## config.mk

```make
export PLATFORM = sky130hd
export DESIGN_NAME = cpu_top
export DESIGN_NICKNAME = d
export VERILOG_FILES = /design/src/design/isa_pkg.sv /design/src/design/pipe_pkg.sv /design/src/design/fetch_unit.sv /design/src/design/decode_stage.sv /design/src/design/execute_stage.sv /design/src/design/cpu_top.sv
export VERILOG_INCLUDE_DIRS = /design/src /design/src/design
export SDC_FILE = /design/constraint.sdc
export NUM_CORES = 2
export LEC_CHECK = 0
export BUFFER_PORTS_ARGS = -buffer_cell sky130_fd_sc_hd__buf_2
export CORE_ASPECT_RATIO = 1.2
export CORE_MARGIN = 2
export CORE_UTILIZATION = 50
export DETAILED_ROUTE_END_ITERATION = 16
export PLACE_DENSITY = 0.68
export SLEW_MARGIN = 10
export SYNTH_ARGS = -nofsm -noshare
export SYNTH_HDL_FRONTEND = slang
export SYNTH_SLANG_ARGS = --single-unit
```

## constraint.sdc

```tcl
create_clock -name clk -period 4.6 [get_ports clk]
set_input_delay 0.92 -clock clk [delete_from_list [all_inputs] [get_ports clk]]
set_output_delay 0.92 -clock clk [all_outputs]
set_load 0.05 [all_outputs]
```

## src/design/cpu_defines.svh

```systemverilog
`ifndef CPU_DEFINES_SVH
`define CPU_DEFINES_SVH

//////////////////////////////
// datapath widths
//////////////////////////////

`define DATA_WIDTH      32
`define INST_WIDTH      32
`define NUM_REGS_LOG2   5
`define IMM_WIDTH       16

// instruction memory holds 2**IMEM_DEPTH_LOG2 words
`define IMEM_DEPTH_LOG2 6

//////////////////////////////
// instruction fields
//////////////////////////////

`define OPCODE_MSB 31
`define OPCODE_LSB 26
`define RS_MSB     25
`define RS_LSB     21
`define RT_MSB     20
`define RT_LSB     16
`define RD_MSB     15
`define RD_LSB     11
`define IMM_MSB    15
`define IMM_LSB    0

`endif

```

## src/design/isa_pkg.sv

```systemverilog
`include "cpu_defines.svh"

package isa_pkg;

  // opcode field encodings
  // unknown codes are treated as nop by decode
  typedef enum logic [`OPCODE_MSB-`OPCODE_LSB:0] {
    op_nop  = 6'h00,
    op_add  = 6'h01,
    op_sub  = 6'h02,
    op_and  = 6'h03,
    op_or   = 6'h04,
    op_xor  = 6'h05,
    op_slt  = 6'h06,
    op_addi = 6'h08,
    op_ori  = 6'h0d,
    op_halt = 6'h3f
  } opcode_e;

  // register index
  typedef logic [`NUM_REGS_LOG2-1:0] reg_idx_t;

  // raw immediate, zero-extended in execute
  typedef logic [`IMM_WIDTH-1:0] imm_t;

  // full instruction word
  typedef logic [`INST_WIDTH-1:0] instr_t;

endpackage

```

## src/design/pipe_pkg.sv

```systemverilog
`include "cpu_defines.svh"

package pipe_pkg;

  // alu function, picked in decode
  typedef enum logic [2:0] {
    alu_add = 3'd0,
    alu_sub = 3'd1,
    alu_and = 3'd2,
    alu_or  = 3'd3,
    alu_xor = 3'd4,
    // signed compare, result is 1 or 0
    alu_slt = 3'd5
  } alu_op_e;

  // operand source in execute
  typedef enum logic [1:0] {
    fwd_reg = 2'd0,
    fwd_ex  = 2'd1
  } fwd_sel_e;

  // register and alu data word
  typedef logic [`DATA_WIDTH-1:0] data_t;

  // instruction memory word address
  typedef logic [`IMEM_DEPTH_LOG2-1:0] imem_addr_t;

endpackage

```

## src/design/fetch_unit.sv

```systemverilog
`timescale 1ns/1ns

`include "cpu_defines.svh"

module fetch_unit
  import isa_pkg::*;
  import pipe_pkg::*;
#(
  parameter int imem_depth_log2 = `IMEM_DEPTH_LOG2
) (
  input  logic       clk,
  input  logic       rst_n,
  input  logic       prog_we,
  input  imem_addr_t prog_addr,
  input  instr_t     prog_data,
  input  logic       run,
  output instr_t     instr,
  output logic       instr_valid
);

  typedef enum logic [1:0] {
    fetch_idle,
    fetch_run,
    fetch_done
  } fetch_state_e;

  fetch_state_e               state;
  logic                       run_q;
  logic [imem_depth_log2-1:0] pc;
  instr_t                     imem [2**imem_depth_log2];
  instr_t                     cur_word;
  logic                       last_fetch;

  //////////////////////////////
  // instruction memory
  //////////////////////////////

  // program port, only used while idle
  always_ff @(posedge clk) begin
    if (prog_we) begin
      imem[prog_addr] <= prog_data;
    end
  end

  assign cur_word = imem[pc];

  // halt or the top word ends the run
  assign last_fetch = (opcode_e'(cur_word[`OPCODE_MSB:`OPCODE_LSB]) == op_halt) ||
                      (pc == {imem_depth_log2{1'b1}});

  //////////////////////////////
  // fetch control
  //////////////////////////////

  always_ff @(posedge clk) begin
    if (!rst_n) begin
      state       <= fetch_idle;
      run_q       <= 1'b0;
      pc          <= '0;
      instr_valid <= 1'b0;
    end else begin
      run_q       <= run;
      instr_valid <= 1'b0;
      case (state)
        fetch_idle: begin
          // start on the rising edge of run
          if (run && !run_q) begin
            state <= fetch_run;
          end
        end
        fetch_run: begin
          instr_valid <= 1'b1;
          pc          <= pc + 1'b1;
          if (last_fetch) begin
            state <= fetch_done;
          end
        end
        default: begin
          // stays here until reset
          state <= fetch_done;
        end
      endcase
    end
  end

  always_ff @(posedge clk) begin
    if (state == fetch_run) begin
      instr <= cur_word;
    end
  end

  // loading must not overlap a run
  assert property (@(posedge clk) disable iff (!rst_n) !(prog_we && run));

endmodule

```

## src/design/decode_stage.sv

```systemverilog
`timescale 1ns/1ns

`include "cpu_defines.svh"

module decode_stage
  import isa_pkg::*;
  import pipe_pkg::*;
(
  input  logic     clk,
  input  logic     rst_n,
  input  instr_t   instr,
  input  logic     instr_valid,
  input  logic     wb_valid,
  input  reg_idx_t wb_reg,
  input  data_t    wb_data,
  output logic     ex_valid,
  output alu_op_e  ex_alu_op,
  output data_t    ex_rs_data,
  output data_t    ex_rt_data,
  output reg_idx_t ex_rs,
  output reg_idx_t ex_rt,
  output imm_t     ex_imm,
  output logic     ex_use_imm,
  output reg_idx_t ex_dst,
  output logic     ex_write,
  output logic     ex_halt
);

  opcode_e  opcode;
  reg_idx_t rs;
  reg_idx_t rt;
  reg_idx_t rd;
  imm_t     imm;

  alu_op_e  dec_alu_op;
  logic     dec_use_imm;
  reg_idx_t dec_dst;
  logic     dec_write;
  logic     dec_halt;

  data_t    regs [2**`NUM_REGS_LOG2];
  data_t    rs_data;
  data_t    rt_data;

  assign opcode = opcode_e'(instr[`OPCODE_MSB:`OPCODE_LSB]);
  assign rs     = instr[`RS_MSB:`RS_LSB];
  assign rt     = instr[`RT_MSB:`RT_LSB];
  assign rd     = instr[`RD_MSB:`RD_LSB];
  assign imm    = instr[`IMM_MSB:`IMM_LSB];

  //////////////////////////////
  // control decode
  //////////////////////////////

  always_comb begin
    dec_alu_op  = alu_add;
    dec_use_imm = 1'b0;
    dec_dst     = rd;
    dec_write   = 1'b0;
    dec_halt    = 1'b0;
    case (opcode)
      op_add:  begin dec_alu_op = alu_add; dec_write = 1'b1; end
      op_sub:  begin dec_alu_op = alu_sub; dec_write = 1'b1; end
      op_and:  begin dec_alu_op = alu_and; dec_write = 1'b1; end
      op_or:   begin dec_alu_op = alu_or;  dec_write = 1'b1; end
      op_xor:  begin dec_alu_op = alu_xor; dec_write = 1'b1; end
      op_slt:  begin dec_alu_op = alu_slt; dec_write = 1'b1; end
      op_addi: begin
        dec_alu_op  = alu_add;
        dec_use_imm = 1'b1;
        dec_dst     = rt;
        dec_write   = 1'b1;
      end
      op_ori: begin
        dec_alu_op  = alu_or;
        dec_use_imm = 1'b1;
        dec_dst     = rt;
        dec_write   = 1'b1;
      end
      op_halt: dec_halt = 1'b1;
      default: ;
    endcase
    // writes to r0 are dropped here
    if (dec_dst == '0) begin
      dec_write = 1'b0;
    end
  end

  //////////////////////////////
  // register file
  //////////////////////////////

  always_ff @(posedge clk) begin
    if (!rst_n) begin
      for (int i = 0; i < 2**`NUM_REGS_LOG2; i++) begin
        regs[i] <= '0;
      end
    end else if (wb_valid) begin
      regs[wb_reg] <= wb_data;
    end
  end

  // r0 reads zero, same-cycle write is bypassed
  always_comb begin
    if (rs == '0) begin
      rs_data = '0;
    end else if (wb_valid && (wb_reg == rs)) begin
      rs_data = wb_data;
    end else begin
      rs_data = regs[rs];
    end
    if (rt == '0) begin
      rt_data = '0;
    end else if (wb_valid && (wb_reg == rt)) begin
      rt_data = wb_data;
    end else begin
      rt_data = regs[rt];
    end
  end

  //////////////////////////////
  // decode/execute register
  //////////////////////////////

  always_ff @(posedge clk) begin
    if (!rst_n) begin
      ex_valid <= 1'b0;
      ex_write <= 1'b0;
      ex_halt  <= 1'b0;
    end else begin
      ex_valid <= instr_valid;
      ex_write <= instr_valid && dec_write;
      ex_halt  <= instr_valid && dec_halt;
    end
  end

  always_ff @(posedge clk) begin
    ex_alu_op  <= dec_alu_op;
    ex_rs_data <= rs_data;
    ex_rt_data <= rt_data;
    ex_rs      <= rs;
    ex_rt      <= rt;
    ex_imm     <= imm;
    ex_use_imm <= dec_use_imm;
    ex_dst     <= dec_dst;
  end

  // execute must never write back to r0
  assert property (@(posedge clk) disable iff (!rst_n) wb_valid |-> (wb_reg != '0));

endmodule

```

## src/design/execute_stage.sv

```systemverilog
`timescale 1ns/1ns

`include "cpu_defines.svh"

module execute_stage
  import isa_pkg::*;
  import pipe_pkg::*;
(
  input  logic     clk,
  input  logic     rst_n,
  input  logic     ex_valid,
  input  alu_op_e  ex_alu_op,
  input  data_t    ex_rs_data,
  input  data_t    ex_rt_data,
  input  reg_idx_t ex_rs,
  input  reg_idx_t ex_rt,
  input  imm_t     ex_imm,
  input  logic     ex_use_imm,
  input  reg_idx_t ex_dst,
  input  logic     ex_write,
  input  logic     ex_halt,
  output logic     wb_valid,
  output reg_idx_t wb_reg,
  output data_t    wb_data,
  output logic     halted
);

  fwd_sel_e rs_sel;
  fwd_sel_e rt_sel;
  data_t    rs_val;
  data_t    rt_val;
  data_t    op_a;
  data_t    op_b;
  data_t    imm_ext;
  logic     less;
  data_t    alu_result;

  //////////////////////////////
  // forwarding
  //////////////////////////////

  // previous instruction wrote the register we read
  assign rs_sel = (wb_valid && (wb_reg == ex_rs)) ? fwd_ex : fwd_reg;
  assign rt_sel = (wb_valid && (wb_reg == ex_rt)) ? fwd_ex : fwd_reg;

  always_comb begin
    case (rs_sel)
      fwd_ex:  rs_val = wb_data;
      default: rs_val = ex_rs_data;
    endcase
    case (rt_sel)
      fwd_ex:  rt_val = wb_data;
      default: rt_val = ex_rt_data;
    endcase
  end

  //////////////////////////////
  // alu
  //////////////////////////////

  // i-type immediates are zero-extended
  assign imm_ext = {{(`DATA_WIDTH-`IMM_WIDTH){1'b0}}, ex_imm};

  assign op_a = rs_val;
  assign op_b = ex_use_imm ? imm_ext : rt_val;

  assign less = $signed(op_a) < $signed(op_b);

  always_comb begin
    case (ex_alu_op)
      alu_add: alu_result = op_a + op_b;
      alu_sub: alu_result = op_a - op_b;
      alu_and: alu_result = op_a & op_b;
      alu_or:  alu_result = op_a | op_b;
      alu_xor: alu_result = op_a ^ op_b;
      alu_slt: alu_result = {{(`DATA_WIDTH-1){1'b0}}, less};
      default: alu_result = op_a + op_b;
    endcase
  end

  //////////////////////////////
  // execute/writeback register
  //////////////////////////////

  always_ff @(posedge clk) begin
    if (!rst_n) begin
      wb_valid <= 1'b0;
      halted   <= 1'b0;
    end else begin
      wb_valid <= ex_valid && ex_write;
      // sticky until the next reset
      halted   <= halted || (ex_valid && ex_halt);
    end
  end

  always_ff @(posedge clk) begin
    wb_reg  <= ex_dst;
    wb_data <= alu_result;
  end

  // halted holds and nothing is written back after it
  assert property (@(posedge clk) disable iff (!rst_n) halted |=> (halted && !wb_valid));

endmodule

```

## src/design/cpu_top.sv

```systemverilog
`timescale 1ns/1ns

module cpu_top
  import isa_pkg::*;
  import pipe_pkg::*;
(
  input  logic       clk,
  input  logic       rst_n,
  input  logic       prog_we,
  input  imem_addr_t prog_addr,
  input  instr_t     prog_data,
  input  logic       run,
  output logic       wb_valid,
  output reg_idx_t   wb_reg,
  output data_t      wb_data,
  output logic       halted
);

  // fetch to decode
  instr_t   instr;
  logic     instr_valid;

  // decode to execute
  logic     ex_valid;
  alu_op_e  ex_alu_op;
  data_t    ex_rs_data;
  data_t    ex_rt_data;
  reg_idx_t ex_rs;
  reg_idx_t ex_rt;
  imm_t     ex_imm;
  logic     ex_use_imm;
  reg_idx_t ex_dst;
  logic     ex_write;
  logic     ex_halt;

  fetch_unit u_fetch (
    .clk         (clk),
    .rst_n       (rst_n),
    .prog_we     (prog_we),
    .prog_addr   (prog_addr),
    .prog_data   (prog_data),
    .run         (run),
    .instr       (instr),
    .instr_valid (instr_valid)
  );

  decode_stage u_decode (
    .clk         (clk),
    .rst_n       (rst_n),
    .instr       (instr),
    .instr_valid (instr_valid),
    .wb_valid    (wb_valid),
    .wb_reg      (wb_reg),
    .wb_data     (wb_data),
    .ex_valid    (ex_valid),
    .ex_alu_op   (ex_alu_op),
    .ex_rs_data  (ex_rs_data),
    .ex_rt_data  (ex_rt_data),
    .ex_rs       (ex_rs),
    .ex_rt       (ex_rt),
    .ex_imm      (ex_imm),
    .ex_use_imm  (ex_use_imm),
    .ex_dst      (ex_dst),
    .ex_write    (ex_write),
    .ex_halt     (ex_halt)
  );

  execute_stage u_execute (
    .clk         (clk),
    .rst_n       (rst_n),
    .ex_valid    (ex_valid),
    .ex_alu_op   (ex_alu_op),
    .ex_rs_data  (ex_rs_data),
    .ex_rt_data  (ex_rt_data),
    .ex_rs       (ex_rs),
    .ex_rt       (ex_rt),
    .ex_imm      (ex_imm),
    .ex_use_imm  (ex_use_imm),
    .ex_dst      (ex_dst),
    .ex_write    (ex_write),
    .ex_halt     (ex_halt),
    .wb_valid    (wb_valid),
    .wb_reg      (wb_reg),
    .wb_data     (wb_data),
    .halted      (halted)
  );

endmodule

```

After elaboration in Yosys (flattened, before gate mapping) --
Memories as Yosys holds them, arrays and structs flattened. A register that Yosys moved wholly into a read port is not among the register bits. Cells that the tools add are included.
Operators by class: add/sub/neg operators 3, $lt $le $gt $ge 1, equal/unequal tests 25, mux-type cells 31, bitwise logic cells 3, reduce and logical (&&, ||, !) cells 21
Operators with widths (count):
- 32-bit 2-to-1 mux | 6
- 32-bit case mux with 5 select lines | 1
- 32-bit adder | 1
- 32-bit AND | 1
- 32-bit less-than comparator | 1
- 32-bit bitwise OR | 1
- 32-bit OR reduction | 1
- 32-bit subtractor | 1
- 32-bit bitwise XOR | 1
- 5-bit == test | 4
- 5-bit 2-to-1 mux | 4
- 6-bit by 3-bit == test with 1-bit output (second input constant) | 3
- 6-bit == test (second input constant) | 3
- 5-bit zero test | 3
- 3-bit case mux with 5 select lines | 1
- 1-bit 2-to-1 mux | 14
- 6-bit by 2-bit == test with 1-bit output (second input constant) | 2
- 6-bit by 4-bit == test with 1-bit output (second input constant) | 2
- 6-bit 2-to-1 mux | 2
- 1-bit logical AND | 9
- 8-bit OR reduction | 1
- 6-bit by 1-bit adder with 6-bit output (second input constant) | 1
- 2-bit by 1-bit == test with 1-bit output (second input constant) | 3
- 3-bit by 2-bit == test with 1-bit output (second input constant) | 2
- 11 further kinds | 16
Word-level totals: bits in registers 183, memory bits (writable) 3072, input port bits 42, output and inout port bits 39, word-level logic and storage cells 106, memories kept 2
Memory list:
- u_fetch.imem | words 64, width 32, rd ports 1, clocked after memory_dff 1, write ports 1, RTL line fetch_unit.sv:30 | instr_t imem [2**imem_depth_log2];
- u_decode.regs | words 32, width 32, rd ports 2, clocked after memory_dff 2, write ports 32, RTL line decode_stage.sv:41 | data_t regs [2**`NUM_REGS_LOG2];

Depth between registers and ports, before layout --
word-level depth 8, depth in mapped cells 21, mapped depth without buffers 18

Hierarchy --
A second synthesis with hierarchy kept.
Unflattened totals: cell total of the unflattened synthesis 8033, area total of the unflattened synthesis 144372.2 um^2
By module, submodules not included:
- fetch_unit | instances 1, cells an instance 3239, area an instance 79685.2 um^2, seq. area each 62780.2 um^2
- decode_stage | instances 1, cells an instance 3745, area an instance 57243.7 um^2, seq. area each 32791.4 um^2
- execute_stage | instances 1, cells an instance 1049, area an instance 7443.4 um^2, seq. area each 780.7 um^2

Worst setup path before layout --
OpenSTA, ideal clock, no wires.
kind register to register, start register u_execute.wb_reg[1], end register u_execute.wb_data[27], library setup time 0.122 ns, arrival time 5.187 ns, required time 4.478 ns, slack -0.709 ns, cell stages (with the launch flop) 19, clock period less this slack 5.309 ns, cell sequence dfxtp_1 -> clkbuf_1 -> xor2_1 -> nor4_1 -> and3_1 -> clkbuf_1 -> buf_1 -> mux2_2 -> ha_1 -> inv_2 -> a211o_1 -> a221o_1 -> a2111o_1 -> a41o_1 -> a311o_1 -> a2111o_1 -> nand4_1 -> nand3b_1 -> a221o_1
Between the ends: longest elaborated chain between the ends 8, elaborated cells on any way between the ends 17
Ends and longest elaborated chain:
- start: declaration | RTL line execute_stage.sv:23 | output reg_idx_t wb_reg,
- start signal: assignment | RTL line execute_stage.sv:97 | wb_reg <= ex_dst;
- 5-bit == test | RTL line execute_stage.sv:44 | assign rt_sel = (wb_valid && (wb_reg == ex_rt)) ? fwd_ex : fwd_reg;
- 1-bit logical AND | RTL line execute_stage.sv:44
- 1-bit 2-to-1 mux | RTL line execute_stage.sv:44
- 2-bit by 1-bit == test with 1-bit output | RTL line execute_stage.sv:51 | case (rt_sel)
- 32-bit 2-to-1 mux | RTL line execute_stage.sv:51
- 32-bit 2-to-1 mux | RTL line execute_stage.sv:65 | assign op_b = ex_use_imm ? imm_ext : rt_val;
- 32-bit adder, or another cell as far along | RTL line execute_stage.sv:71, execute_stage.sv:77
- 32-bit case mux with 5 select lines * | RTL line execute_stage.sv:70 | case (ex_alu_op)
- named net u_execute.alu_result[27] | RTL line execute_stage.sv:36 | data_t alu_result;
- end signal: assignment | RTL line execute_stage.sv:98 | wb_data <= alu_result;
- end: declaration | RTL line execute_stage.sv:24 | output data_t wb_data,
Mark *: on every way through the listed nets, which the timed path passes. The rest lies on a longest branch. A chain may end at the register's enable or synchronous reset.

Final worst setup path --
start register u_execute.wb_reg[4], end register u_execute.wb_data[27]
Same word-level chain as after synthesis.

==> impl_metrics.toml <==
[clock_tree]
clk_pin_slew_ps = 60
htreeDepth = 5
cts_tree = "done"
cts_root_buffer = "clkbuf_16"
cts.sinks = 3271
clk_latency_ps = 910
holdBufCountCts = 0
clk_path_buf_depth = 4
numCtsBuffers = 331

[worst_setup_path]
crit_required_ps = 5360
path_cells = "xor2_1 > nor4_2 > and3_2 > buf_12 > buf_4 > mux2i_1 > o21ai_1 > inv_1 > ha_1 > a211o_1 > a221o_1 > a2111o_1 > a41o_1 > a311o_1 > a2111o_1 > nand4_1 > nand3b_1 > a221o_1"
critPathMaxStageDelay_ps = 470
crit_arrival_ps = 5450
worstSetupEndpointType = "flip-flop"
slowest_stage = "a2111o_1"
cp-start-kind = "flip-flop"
worstSetupPathType = "reg2reg"
path_delay_family = "compound AO/OA/AOI/OAI gates"
path_buf_inv = 3
crit_fanout = 12

[routing]
firstDrtPassIters = 5
vias_per_cell = 6.41
final_antenna_net_count = 0
via_count = 77000
route.detailed.drc = 0
first_iter_violations = 8780
totalWireLength_mm = 397
drt-wirelength-per-cell_um = 33.0

[sta]
fmax_mhz = 213
finalHoldViolations = 0
period_share = 1.02
skew_ps = 59.3
worst_slew_pin_slew_ps = 1180
grt_setup_unrepaired = "true"
finalWorstSetupSlack_ps = -87.8
setup_viol = 2
slew_headroom = 0.212
period_minus_slack_ps = 4690
drv_slew = 0

[yosys]
ys.flop_type = "edfxtp_1"
synth_top_family_by_area = "multiplexers"
synth.net_count = 7824
synth_simple_gate_area_share = 0.0608
synthArstFlopShare = 0
synth_xor_area_frac = 0.00231
synth-compound-area-share = 0.0216
synth_adder_area_share = 0.00871
yosys.area.top_type = "edfxtp_1"
ys_seq_area_frac = 0.671
yosysUniqueCellTypes = 71
synth_area_per_cell_sq_um = 18.7
synth-edff-count = 3104
ys_ff_latch = 3271
synth_top_area_share = 0.647
yosysWarnings = 0
synth_area_leaders = "edfxtp_1 65%, mux4_2 20%, and2_1 4.5%"
synth_cells = 7683
synthMuxAreaShare = 0.216
syn-cell-area_sq_um = 144000

[placed_design]
io_buffers = 80
place_area_sq_um = 153000
post-dp-hpwl_mm = 239
gp_congestion = 0.905

[layout]
nets = 8089
largest_reg_flops = 2048
top_register = "u_fetch.imem"
postLayoutCoreUtil = 0.572
area_growth_pct = 13.7
design_area_sq_um = 164000
reg_top3 = "u_fetch.imem (2048), u_decode.regs (1024)"
drive_gt1_frac = 0.316
fillCellCount = 21100

[die]
initial_core_util = 0.503
die_h_um = 592
ios = 81
core_sq_um = 286000
dieArea_sq_um = 292000
fp.dieW_um = 494
rows = 215

[worst_hold_path]
hp-class = "reg2reg"

[flow_run]
maxCapViolCount = 0

[pwr]
ir_drop_mv = 0.356
power_w = 0.0738
p_leak_nw = 53.8
p_per_area_nw_per_um2 = 451

[run_status]
status = "complete, but fails checks"
violations = "setup timing"

[grt]
grt_pass1_vias = 79600
antenna_found_initial = 20
grt_max_degree = 90
grt_pass1_wl_mm = 570
grt_usage = 0.271
grt-ovfl-total = 0
## worst paths after layout
path	start	to	slack, ps	cells past startpoint
min reg2reg	u_decode.ex_dst[2]	u_execute.wb_reg[2]	330	0
max reg2reg	u_execute.wb_reg[4]	u_execute.wb_data[27]	-90	18
min	u_decode.ex_dst[2]	u_execute.wb_reg[2]	330	0
max	u_execute.wb_reg[4]	u_execute.wb_data[27]	-90	18
## worst reg2reg max path, cell delays in order (launching register included)
cell and delay [ps]:
dfxtp_2 330, xor2_1 150, nor4_2 280, and3_2 240
buf_12 170, buf_4 140, mux2i_1 60, o21ai_1 250
inv_1 110, ha_1 220, a211o_1 330, a221o_1 380
a2111o_1 310, a41o_1 260, a311o_1 380, a2111o_1 470
nand4_1 110, nand3b_1 80, a221o_1 310
## metal layers
layer	part of all wire	GRT usage	vias up
li1	-	-	31500
met1	0.36	0.341	41100
met2	0.52	0.478	3615
met3	0.074	0.0423	867
met4	0.038	0.0963	12
met5	0.00019	0	-
## Yosys cell counts (8+ instances only)
cell         n
edfxtp_1  3104
mux4_2    1295
and2_1    1034
clkbuf_1   464
nor2_1     272
dfxtp_1    167
mux2i_1    141
buf_1      123
nand2_1    120
o21ai_0    118
a21oi_1    117
inv_1      100
ha_1        97
a211oi_1    80
mux2_2      48
buf_2       46
nor3_1      27
nand3_1     26
o21bai_1    23
o22ai_1     23
xor2_1      20
a21o_1      18
xnor2_1     18
nor4_1      12
a22oi_1     11
nand4_1     11
nor2b_1     11
a31oi_1     10
nand2b_1    10
inv_2        9
a221oi_1     8
nand3b_1     8
o31ai_1      8
or2_2        8
## what timing repair did
| item | in CTS | in global routing |
|---|---|---|
| cloned | 0 | 0 |
| endpoints found under the setup margin | 6 | 12 |
| pin swaps | 15 | 23 |
| buffers inserted | 8 | 6 |
| resized for setup | 13 | 35 |
## per-stage QoR
stage          cells  setup WS (ps)  TNS [ps]  hold WS, ps
2_1_floorplan   7683          -70.4     -4560          309
3_3_place_gp   11400           -108      -235          326
3_5_place_dp   11400          -88.2      -193          314
4_1_cts        12000           26.9         0          327
5_1_grt        12000           -236      -830          330
6_report       12000          -87.8      -158          327
## power breakdown
| part | switching (W) | leakage, nW | total [W] | internal (W) |
|---|---|---|---|---|
| clock | 0.0115 | 5.29 | 0.0272 | 0.0156 |
| sequential | 0.000697 | 30.7 | 0.0341 | 0.0334 |
| combinational | 0.00749 | 17.8 | 0.0125 | 0.00506 |
## final cells by class
cell class / count / area [sq um] / share of cell area
Antenna cell: 13 / 32.5 / 0.000199
Multi-Input combinational cell: 3669 / 45800 / 0.280
Inverter: 109 / 412 / 0.00252
Timing Repair Buffer: 566 / 5210 / 0.0319
Tap cell: 3797 / 4750 / 0.0290
Sequential cell: 3271 / 96600 / 0.590
Clock buffer: 406 / 8800 / 0.0538
Clock inverter: 188 / 1990 / 0.0122
## layout by cell type (no fill, tap or decap), drive strengths merged, types with 7 or more instances in the layout
master    instances
buf             566
nor3             27
a21o             18
clkinv          129
nand2           120
edfxtp         3104
xnor2            18
nand3            26
o21bai           23
o22ai            23
nor2b            11
mux2             48
a22oi            11
nor2            272
o211ai            7
bufinv           35
a221oi            8
clkinvlp          7
nand4            11
o21ai           121
a211oi           80
nand3b            8
o31ai             8
or2               8
a31oi            10
nand2b           10
inv             126
clkbuf          406
nor4             12
ha               97
xor2             20
a221o             7
or3               7
mux4           1295
diode            13
mux2i           141
dfxtp           167
a21oi           117
and2           1034
## cells by family (layout without fill, tap and decap cells)
kind of cell | count (synthesis) | count (layout)
compound gates | 486 | 486
simple gates | 1562 | 1562
xor+xnor | 38 | 38
buf+inv | 743 | 1269
other cells | 0 | 13
flops | 3271 | 3271
fa+ha+maj | 99 | 99
mux | 1484 | 1484
Power figures use the tool's default switching activity.
